`config.mk`:
```
export PLATFORM = sky130hd
export DESIGN_NAME = des_core
export DESIGN_NICKNAME = d
export VERILOG_FILES = /design/src/hw/des_pkg.sv /design/src/hw/des_sbox.sv /design/src/hw/des_round_func.sv /design/src/hw/des_key_schedule.sv /design/src/hw/des_core.sv
export SDC_FILE = /design/constraint.sdc
export NUM_CORES = 1
export LEC_CHECK = 0
export CAP_MARGIN = 20
export CORE_MARGIN = 4
export CORE_UTILIZATION = 45
export CTS_CLUSTER_DIAMETER = 50
export DETAILED_ROUTE_END_ITERATION = 16
export DONT_BUFFER_PORTS = 1
export GPL_TIMING_DRIVEN = 0
export PLACE_DENSITY_LB_ADDON = 0.3
export RECOVER_POWER = 50
export REMOVE_ABC_BUFFERS = 1
export SLEW_MARGIN = 20
export SYNTH_ARGS = -nofsm -noshare
export SYNTH_HDL_FRONTEND = slang
export SYNTH_HIERARCHICAL = 1
export SYNTH_SLANG_ARGS = --single-unit
```
`constraint.sdc`:
```
create_clock -name i_Clk -period 2.96 [get_ports i_Clk]
set_input_delay 0.592 -clock i_Clk [delete_from_list [all_inputs] [get_ports i_Clk]]
set_output_delay 0.592 -clock i_Clk [all_outputs]
set_load 0.05 [all_outputs]
```
`src/hw/des_pkg.sv`:
```
package des_pkg;

	// ##########################################################
	// widths and counts
	// ##########################################################

	localparam int BLOCK_W    = 64;
	localparam int HALF_W     = 32;
	localparam int KEY_HALF_W = 28;
	localparam int SUBKEY_W   = 48;
	localparam int NUM_ROUNDS = 16;

	typedef logic [3:0] round_t;

	typedef enum logic {
		DES_ENCRYPT = 1'b0,
		DES_DECRYPT = 1'b1
	} des_op_e;

	typedef enum logic [1:0] {
		ST_IDLE  = 2'd0,
		ST_ROUND = 2'd1,
		ST_DONE  = 2'd2
	} des_state_e;

	// ##########################################################
	// permutation tables
	// ##########################################################

	// each entry names the source bit, counted from the MSB starting at zero.
	// this is the standard's 1-based table with one subtracted from every entry.
	typedef logic [5:0] tbl_idx_t;
	typedef logic [1:0] shift_t;

	localparam tbl_idx_t IP_TABLE [64] = '{
		57, 49, 41, 33, 25, 17,  9,  1,
		59, 51, 43, 35, 27, 19, 11,  3,
		61, 53, 45, 37, 29, 21, 13,  5,
		63, 55, 47, 39, 31, 23, 15,  7,
		56, 48, 40, 32, 24, 16,  8,  0,
		58, 50, 42, 34, 26, 18, 10,  2,
		60, 52, 44, 36, 28, 20, 12,  4,
		62, 54, 46, 38, 30, 22, 14,  6
	};

	localparam tbl_idx_t FP_TABLE [64] = '{
		39,  7, 47, 15, 55, 23, 63, 31,
		38,  6, 46, 14, 54, 22, 62, 30,
		37,  5, 45, 13, 53, 21, 61, 29,
		36,  4, 44, 12, 52, 20, 60, 28,
		35,  3, 43, 11, 51, 19, 59, 27,
		34,  2, 42, 10, 50, 18, 58, 26,
		33,  1, 41,  9, 49, 17, 57, 25,
		32,  0, 40,  8, 48, 16, 56, 24
	};

	// expansion of R, one row per S-box group.
	localparam tbl_idx_t E_TABLE [48] = '{
		31,  0,  1,  2,  3,  4,
		 3,  4,  5,  6,  7,  8,
		 7,  8,  9, 10, 11, 12,
		11, 12, 13, 14, 15, 16,
		15, 16, 17, 18, 19, 20,
		19, 20, 21, 22, 23, 24,
		23, 24, 25, 26, 27, 28,
		27, 28, 29, 30, 31,  0
	};

	localparam tbl_idx_t P_TABLE [32] = '{
		15,  6, 19, 20, 28, 11, 27, 16,
		 0, 14, 22, 25,  4, 17, 30,  9,
		 1,  7, 23, 13, 31, 26,  2,  8,
		18, 12, 29,  5, 21, 10,  3, 24
	};

	// the first four rows build C and the last four build D.
	localparam tbl_idx_t PC1_TABLE [56] = '{
		56, 48, 40, 32, 24, 16,  8,
		 0, 57, 49, 41, 33, 25, 17,
		 9,  1, 58, 50, 42, 34, 26,
		18, 10,  2, 59, 51, 43, 35,
		62, 54, 46, 38, 30, 22, 14,
		 6, 61, 53, 45, 37, 29, 21,
		13,  5, 60, 52, 44, 36, 28,
		20, 12,  4, 27, 19, 11,  3
	};

	localparam tbl_idx_t PC2_TABLE [48] = '{
		13, 16, 10, 23,  0,  4,
		 2, 27, 14,  5, 20,  9,
		22, 18, 11,  3, 25,  7,
		15,  6, 26, 19, 12,  1,
		40, 51, 30, 36, 46, 54,
		29, 39, 50, 44, 32, 47,
		43, 48, 38, 55, 33, 52,
		45, 41, 49, 35, 28, 31
	};

	// left rotation applied before each encryption round.
	localparam shift_t SHIFT_TABLE [16] = '{
		1, 1, 2, 2, 2, 2, 2, 2,
		1, 2, 2, 2, 2, 2, 2, 1
	};

endpackage

```
`src/hw/des_sbox.sv`:
```
`timescale 1ns/1ns

module des_sbox import des_pkg::*; (
	input  logic [SUBKEY_W-1:0] i_bits,
	output logic [HALF_W-1:0]   o_bits
);

	// one table per box, 64 entries each, addressed by {row, column}.
	localparam logic [3:0] SBOX [8][64] = '{
		'{14,  4, 13,  1,  2, 15, 11,  8,  3, 10,  6, 12,  5,  9,  0,  7,
		   0, 15,  7,  4, 14,  2, 13,  1, 10,  6, 12, 11,  9,  5,  3,  8,
		   4,  1, 14,  8, 13,  6,  2, 11, 15, 12,  9,  7,  3, 10,  5,  0,
		  15, 12,  8,  2,  4,  9,  1,  7,  5, 11,  3, 14, 10,  0,  6, 13},
		'{15,  1,  8, 14,  6, 11,  3,  4,  9,  7,  2, 13, 12,  0,  5, 10,
		   3, 13,  4,  7, 15,  2,  8, 14, 12,  0,  1, 10,  6,  9, 11,  5,
		   0, 14,  7, 11, 10,  4, 13,  1,  5,  8, 12,  6,  9,  3,  2, 15,
		  13,  8, 10,  1,  3, 15,  4,  2, 11,  6,  7, 12,  0,  5, 14,  9},
		'{10,  0,  9, 14,  6,  3, 15,  5,  1, 13, 12,  7, 11,  4,  2,  8,
		  13,  7,  0,  9,  3,  4,  6, 10,  2,  8,  5, 14, 12, 11, 15,  1,
		  13,  6,  4,  9,  8, 15,  3,  0, 11,  1,  2, 12,  5, 10, 14,  7,
		   1, 10, 13,  0,  6,  9,  8,  7,  4, 15, 14,  3, 11,  5,  2, 12},
		'{ 7, 13, 14,  3,  0,  6,  9, 10,  1,  2,  8,  5, 11, 12,  4, 15,
		  13,  8, 11,  5,  6, 15,  0,  3,  4,  7,  2, 12,  1, 10, 14,  9,
		  10,  6,  9,  0, 12, 11,  7, 13, 15,  1,  3, 14,  5,  2,  8,  4,
		   3, 15,  0,  6, 10,  1, 13,  8,  9,  4,  5, 11, 12,  7,  2, 14},
		'{ 2, 12,  4,  1,  7, 10, 11,  6,  8,  5,  3, 15, 13,  0, 14,  9,
		  14, 11,  2, 12,  4,  7, 13,  1,  5,  0, 15, 10,  3,  9,  8,  6,
		   4,  2,  1, 11, 10, 13,  7,  8, 15,  9, 12,  5,  6,  3,  0, 14,
		  11,  8, 12,  7,  1, 14,  2, 13,  6, 15,  0,  9, 10,  4,  5,  3},
		'{12,  1, 10, 15,  9,  2,  6,  8,  0, 13,  3,  4, 14,  7,  5, 11,
		  10, 15,  4,  2,  7, 12,  9,  5,  6,  1, 13, 14,  0, 11,  3,  8,
		   9, 14, 15,  5,  2,  8, 12,  3,  7,  0,  4, 10,  1, 13, 11,  6,
		   4,  3,  2, 12,  9,  5, 15, 10, 11, 14,  1,  7,  6,  0,  8, 13},
		'{ 4, 11,  2, 14, 15,  0,  8, 13,  3, 12,  9,  7,  5, 10,  6,  1,
		  13,  0, 11,  7,  4,  9,  1, 10, 14,  3,  5, 12,  2, 15,  8,  6,
		   1,  4, 11, 13, 12,  3,  7, 14, 10, 15,  6,  8,  0,  5,  9,  2,
		   6, 11, 13,  8,  1,  4, 10,  7,  9,  5,  0, 15, 14,  2,  3, 12},
		'{13,  2,  8,  4,  6, 15, 11,  1, 10,  9,  3, 14,  5,  0, 12,  7,
		   1, 15, 13,  8, 10,  3,  7,  4, 12,  5,  6, 11,  0, 14,  9,  2,
		   7, 11,  4,  1,  9, 12, 14,  2,  0,  6, 10, 13, 15,  3,  5,  8,
		   2,  1, 14,  7,  4, 10,  8, 13, 15, 12,  9,  0,  3,  5,  6, 11}
	};

	// group 0 is the top six bits and feeds S1, whose result lands on top.
	for (genvar g = 0; g < 8; g++) begin : g_box
		logic [5:0] grp;
		logic [1:0] row;
		logic [3:0] col;

		assign grp = i_bits[SUBKEY_W-1-6*g -: 6];
		assign row = {grp[5], grp[0]};
		assign col = grp[4:1];
		assign o_bits[HALF_W-1-4*g -: 4] = SBOX[g][{row, col}];
	end

endmodule

```
`src/hw/des_round_func.sv`:
```
`timescale 1ns/1ns

module des_round_func import des_pkg::*; (
	input  logic [HALF_W-1:0]   i_r,
	input  logic [SUBKEY_W-1:0] i_subkey,
	output logic [HALF_W-1:0]   o_f
);

	logic [SUBKEY_W-1:0] expanded;
	logic [SUBKEY_W-1:0] mixed;
	logic [HALF_W-1:0]   sbox_out;

	// expansion duplicates the edge bits of each nibble into its neighbours.
	for (genvar i = 0; i < SUBKEY_W; i++) begin : g_expand
		assign expanded[SUBKEY_W-1-i] = i_r[HALF_W-1-E_TABLE[i]];
	end

	assign mixed = expanded ^ i_subkey;

	des_sbox i_des_sbox (
		.i_bits (mixed),
		.o_bits (sbox_out)
	);

	for (genvar i = 0; i < HALF_W; i++) begin : g_perm
		assign o_f[HALF_W-1-i] = sbox_out[HALF_W-1-P_TABLE[i]];
	end

endmodule

```
`src/hw/des_key_schedule.sv`:
```
`timescale 1ns/1ns

module des_key_schedule import des_pkg::*; (
	input  logic                i_Clk,
	input  logic                i_Rst,
	input  logic                i_load,
	input  logic                i_advance,
	input  des_op_e             i_op,
	input  round_t              i_round,
	input  logic [BLOCK_W-1:0]  i_key,
	output logic [SUBKEY_W-1:0] o_subkey
);

	logic [2*KEY_HALF_W-1:0] pc1_key;
	logic [2*KEY_HALF_W-1:0] cd;
	logic [KEY_HALF_W-1:0]   c_q;
	logic [KEY_HALF_W-1:0]   d_q;
	round_t                  fwd_idx;
	round_t                  rev_idx;
	shift_t                  step;

	// left for encryption, right for decryption, by one or two places.
	function automatic logic [KEY_HALF_W-1:0] rotate(
		input logic [KEY_HALF_W-1:0] v,
		input shift_t                amt,
		input des_op_e               op
	);
		if (op == DES_ENCRYPT) begin
			return (amt == 2'd2) ? {v[KEY_HALF_W-3:0], v[KEY_HALF_W-1 -: 2]}
			                     : {v[KEY_HALF_W-2:0], v[KEY_HALF_W-1]};
		end
		return (amt == 2'd2) ? {v[1:0], v[KEY_HALF_W-1:2]}
		                     : {v[0], v[KEY_HALF_W-1:1]};
	endfunction

	for (genvar i = 0; i < 2*KEY_HALF_W; i++) begin : g_pc1
		assign pc1_key[2*KEY_HALF_W-1-i] = i_key[BLOCK_W-1-PC1_TABLE[i]];
	end

	// the registers already hold the halves for the round in progress, so the
	// step prepares the next round. encryption looks one entry ahead, while
	// decryption walks the table backwards from its last entry.
	assign fwd_idx = i_round + 4'd1;
	assign rev_idx = 4'd15 - i_round;
	assign step    = (i_op == DES_ENCRYPT) ? SHIFT_TABLE[fwd_idx] : SHIFT_TABLE[rev_idx];

	always_ff @(posedge i_Clk or negedge i_Rst) begin
		if (!i_Rst) begin
			c_q <= '0;
			d_q <= '0;
		end else if (i_load) begin
			if (i_op == DES_ENCRYPT) begin
				c_q <= rotate(pc1_key[2*KEY_HALF_W-1:KEY_HALF_W], SHIFT_TABLE[0], DES_ENCRYPT);
				d_q <= rotate(pc1_key[KEY_HALF_W-1:0], SHIFT_TABLE[0], DES_ENCRYPT);
			end else begin
				// C0/D0 equal C16/D16, so decryption starts on K16 directly.
				c_q <= pc1_key[2*KEY_HALF_W-1:KEY_HALF_W];
				d_q <= pc1_key[KEY_HALF_W-1:0];
			end
		end else if (i_advance) begin
			c_q <= rotate(c_q, step, i_op);
			d_q <= rotate(d_q, step, i_op);
		end
	end

	assign cd = {c_q, d_q};

	for (genvar i = 0; i < SUBKEY_W; i++) begin : g_pc2
		assign o_subkey[SUBKEY_W-1-i] = cd[2*KEY_HALF_W-1-PC2_TABLE[i]];
	end

endmodule

```
`src/hw/des_core.sv`:
```
`timescale 1ns/1ns

module des_core import des_pkg::*; (
	input  logic               i_Clk,
	input  logic               i_Rst,
	input  logic               i_start,
	input  des_op_e            i_op,
	input  logic [BLOCK_W-1:0] i_key,
	input  logic [BLOCK_W-1:0] i_text,
	output logic               o_ready,
	output logic               o_done,
	output logic [BLOCK_W-1:0] o_text
);

	des_state_e          state_q;
	round_t              round_q;
	des_op_e             op_q;
	des_op_e             key_op;
	logic                accept;
	logic                in_round;
	logic [HALF_W-1:0]   l_q;
	logic [HALF_W-1:0]   r_q;
	logic [HALF_W-1:0]   f_out;
	logic [BLOCK_W-1:0]  ip_out;
	logic [BLOCK_W-1:0]  fp_in;
	logic [SUBKEY_W-1:0] subkey;

	// ##########################################################
	// handshake
	// ##########################################################

	assign o_ready  = (state_q == ST_IDLE);
	assign o_done   = (state_q == ST_DONE);
	assign accept   = i_start && o_ready;
	assign in_round = (state_q == ST_ROUND);

	// the key schedule loads on the acceptance edge, before op_q holds the
	// new operation, so it sees the input directly while idle.
	assign key_op = o_ready ? i_op : op_q;

	// ##########################################################
	// datapath
	// ##########################################################

	for (genvar i = 0; i < BLOCK_W; i++) begin : g_ip
		assign ip_out[BLOCK_W-1-i] = i_text[BLOCK_W-1-IP_TABLE[i]];
	end

	des_key_schedule i_des_key_schedule (
		.i_Clk     (i_Clk),
		.i_Rst     (i_Rst),
		.i_load    (accept),
		.i_advance (in_round),
		.i_op      (key_op),
		.i_round   (round_q),
		.i_key     (i_key),
		.o_subkey  (subkey)
	);

	des_round_func i_des_round_func (
		.i_r      (r_q),
		.i_subkey (subkey),
		.o_f      (f_out)
	);

	// the halves are swapped here to undo the swap of the last round.
	assign fp_in = {r_q, l_q};

	for (genvar i = 0; i < BLOCK_W; i++) begin : g_fp
		assign o_text[BLOCK_W-1-i] = fp_in[BLOCK_W-1-FP_TABLE[i]];
	end

	// ##########################################################
	// control
	// ##########################################################

	always_ff @(posedge i_Clk or negedge i_Rst) begin
		if (!i_Rst) begin
			state_q <= ST_IDLE;
			round_q <= '0;
			op_q    <= DES_ENCRYPT;
			l_q     <= '0;
			r_q     <= '0;
		end else begin
			case (state_q)
				ST_IDLE: begin
					if (i_start) begin
						state_q <= ST_ROUND;
						round_q <= '0;
						op_q    <= i_op;
						l_q     <= ip_out[BLOCK_W-1:HALF_W];
						r_q     <= ip_out[HALF_W-1:0];
					end
				end
				ST_ROUND: begin
					l_q     <= r_q;
					r_q     <= l_q ^ f_out;
					round_q <= round_q + 4'd1;
					// round_q wraps back to zero here, ready for the next block.
					if (round_q == round_t'(NUM_ROUNDS - 1)) begin
						state_q <= ST_DONE;
					end
				end
				ST_DONE: begin
					state_q <= ST_IDLE;
				end
				default: begin
					state_q <= ST_IDLE;
				end
			endcase
		end
	end

endmodule

```
==> metrics.txt <==
status=finished, violations left; violations in the final reports=hold timing, setup timing; max-capacitance violation count=0; floorplan core area=32,700 µm²; CTS Buf Count=17; flop2flop setup slack=-0.03 ns; overall global routing resource usage=0.2680; count of input and output buffers=0; Yosys warnings=6; Slowest cell on crit path=sky130_fd_sc_hd__dfrtp_4; clock tree from TritonCTS=built; Hold Crit Class=input port to async pin; critical path start-end classification=flop to flop; placer's final routability congestion estimate=0.8631; initial antenna violation count=0; number of nets in the layout=2,026; synthesized instance count=1,954; post-synthesis sequential area ratio=0.2115; placed wire-length estimate after detailed placement=32.37 mm; post-layout instance count excluding filler cells=2,280; clock edge transition at the registers on the reported setup and hold paths=0.07 ns; clk buf depth=2; Slowest Stage Delay on Critical Path=0.59 ns; Post-Route Skew=0.01270 ns; Initial Util=0.4595; r2r startpoint=r_q[9]$_DFFE_PN0P_; Register-to-Register Path Depth=13; maximum clock frequency=334.1 MHz; fraction of final layout cells sized beyond drive strength 1=0.1573; crit-path max FO=5; Synth cell types=76; nature of the critical path endpoint=flop; relative slew slack=0.3113; proportion of synthesized flip-flops having asynchronous set or reset=1.000; I/O pins=198; post-synthesis instance area=15,030 µm²; cell family with most CP delay=compound AO/OA/AOI/OAI gates; final count of hold timing violations=127; pins over their slew limit=0; largest net degree at the start of global routing=128; number of global-route vias before repair=13,786; Area contributors post-synth=sky130_fd_sc_hd__dfrtp_1 (21%), sky130_fd_sc_hd__a221o_1 (5.9%), sky130_fd_sc_hd__ha_1 (5.8%); Detailed Route Iter0 Violations=1,351; Max H-tree Level=4; First-pass DRT Iterations=5; clock insertion delay at the later pin of the skew report=0.44 ns; setup slack after layout=-0.03305 ns; RSZ-0062 raised after global routing=yes; Worst Path Required=3.29 ns; Detailed Route WL=51.13 mm; final number of setup-violating endpoints=1; number of register bits inferred by synthesis=127; count of buffering cells on the critical path with inverters included=3; floorplan die area=36,380 µm²; number of antenna-violating nets in the routed design=0; Die Y=190.7 µm; area growth from synthesis to layout=13.34%; Synth Flop Type=sky130_fd_sc_hd__dfrtp_1; worst hold slack after final layout=-0.1586 ns; actual transition at the worst max-transition pin=1.033 ns; EDFF count, synth=0; via total after detailed routing=14,719; cell row count=66; share of the clock period used by the worst path=1.011; post-synth top area cell=sky130_fd_sc_hd__dfrtp_1; kind of start point of the critical path=flop; cell count after placement=2,197; most frequent cell after synthesis=sky130_fd_sc_hd__nor2_1; Vias/cell=6.456; GR Overflow Total=0; fraction of synthesized cell area taken by the top area cell type=0.2115; list of most frequent post-synthesis cells=sky130_fd_sc_hd__nor2_1 (229), sky130_fd_sc_hd__a21oi_1 (173), sky130_fd_sc_hd__nand2_1 (163); TritonCTS Sinks=127; detailed-route wire length per cell=22.42 µm; CTS Root Buffer Type=sky130_fd_sc_hd__clkbuf_16; sequence of cells on the critical path=xor2_4, clkinvlp_4, buf_4, buf_4, ha_1, nor2_1, a211oi_1, a211oi_1, a311oi_1, a211oi_2, xnor2_1, nor2_1, a221o_1; worst reg2reg endpoint=r_q[28]$_DFFE_PN0P_; arrival time of the worst setup path=3.32 ns; wire length of the first global-routing pass=78.18 mm; final worst path period need=2.993 ns; Post-Syn Area per Cell=7.690 µm²; drt drc=0; horizontal die dimension=190.7 µm
[per-stage QoR]
step	worst slack (ns)	area (µm²)	utilization	hold slack [ns]	TNS, ns
after detailed placement	-1.545	15150	0.4633	0.3037	-92.25
after global routing	-0.1126	17030	0.5207	-0.1858	-0.9502
after floorplan	-3.366	13720	-	0.2964	-201.93
after CTS	-0.09713	16610	0.5080	-0.1766	-2.241
after global placement	-6.002	14270	0.4365	0.3050	-419.10
final	-0.03305	17030	0.5208	-0.1586	-0.03305
[sequential cells by signal, summed over array words and instances (netlist names)]
signal                  count
i_des_key_schedule/c_q     28
i_des_key_schedule/d_q     28
l_q                        32
op_q                        1
r_q                        32
round_q                     4
state_q                     2
[cell families (layout without fill, tap and decap cells)]
logic type               Yosys count  count (layout)  synth area share
AO/OA/AOI/OAI                    623             623            0.2986
flip-flops                       127             127            0.2115
AND/OR/NAND/NOR                  661             662            0.2003
buffers and inverters            275             154           0.09659
adder cells (fa/ha/maj)           71              71           0.05896
XOR/XNOR                         100             102           0.05829
other                              0               1                 0
multiplexers                      97              98           0.07578
[final cells by class]
type | count | area (µm²)
inverter | 37 | 168.9
clock buffer | 18 | 439.2
fill | 3013 | 15670
timing repair buffer | 84 | 969.7
multi-input combinational | 1556 | 11470
clock inverter | 14 | 132.6
sequential | 127 | 3286
timing repair inverter | 1 | 8.758
tap | 442 | 553.0
antenna | 1 | 2.502
[per-layer routing]
metal / global-route usage / routed length, µm
met1: 0.3379 / 20580
met2: 0.4402 / 24490
met3: 0.07891 / 4601
met4: 0.09144 / 1461
met5: 0 / 0
[timing repair]
item | CTS | global route
buffers inserted | 24 | 20
setup endpoints to repair | 88 | 83
endpoints found under the hold margin | 127 | 127
pin swaps | 14 | 24
gates resized for setup | 134 | 58
gates cloned | 4 | 2
[how the worst max path moves through the flow]
| stage | from | to | slack (ns) | cells past startpoint |
|---|---|---|---|---|
| final | r_q[9]$_DFFE_PN0P_ | r_q[28]$_DFFE_PN0P_ | -0.03 | 13 |
| after global routing | r_q[9]$_DFFE_PN0P_ | r_q[28]$_DFFE_PN0P_ | -0.11 | 13 |
| after CTS | r_q[29]$_DFFE_PN0P_ | r_q[1]$_DFFE_PN0P_ | -0.1 | 11 |
| after detailed placement | r_q[28]$_DFFE_PN0P_ | r_q[15]$_DFFE_PN0P_ | -1.54 | 11 |
| after global placement | state_q[0]$_DFFE_PN0P_ | i_des_key_schedule/d_q[11]$_DFFE_PN0P_ | -6.00 | 6 |
| after floorplan | state_q[0]$_DFFE_PN0P_ | i_des_key_schedule/c_q[0]$_DFFE_PN0P_ | -3.37 | 6 |
[layout by cell type (no fill, tap or decap), types with 10 or more instances in the layout]
master	Yosys	routed
sky130_fd_sc_hd__a211oi_1	33	31
sky130_fd_sc_hd__o211a_1	58	58
sky130_fd_sc_hd__buf_6	14	25
sky130_fd_sc_hd__a21o_1	64	64
sky130_fd_sc_hd__dfrtp_2	0	23
sky130_fd_sc_hd__nand2b_1	69	65
sky130_fd_sc_hd__o21ai_0	69	63
sky130_fd_sc_hd__dfrtp_1	127	83
sky130_fd_sc_hd__a22oi_1	21	20
sky130_fd_sc_hd__nor2_1	229	223
sky130_fd_sc_hd__xnor2_1	40	39
sky130_fd_sc_hd__inv_1	34	22
sky130_fd_sc_hd__xor2_1	60	16
sky130_fd_sc_hd__nand3_1	11	11
sky130_fd_sc_hd__nor2b_1	20	19
sky130_fd_sc_hd__o22ai_1	18	18
sky130_fd_sc_hd__a221o_1	89	89
sky130_fd_sc_hd__o211ai_1	19	19
sky130_fd_sc_hd__inv_2	1	10
sky130_fd_sc_hd__mux2i_1	80	80
sky130_fd_sc_hd__mux4_2	13	13
sky130_fd_sc_hd__xor2_2	0	14
sky130_fd_sc_hd__nand2_1	163	163
sky130_fd_sc_hd__xor2_4	0	32
sky130_fd_sc_hd__buf_4	58	42
sky130_fd_sc_hd__a31oi_1	14	12
sky130_fd_sc_hd__clkbuf_16	0	17
sky130_fd_sc_hd__nor3_1	134	133
sky130_fd_sc_hd__ha_1	70	60
sky130_fd_sc_hd__dfrtp_4	0	21
sky130_fd_sc_hd__a21oi_1	173	171
Power is not shown: default switching activity piles up to over one toggle a cycle in this logic, so the estimate is an artifact.
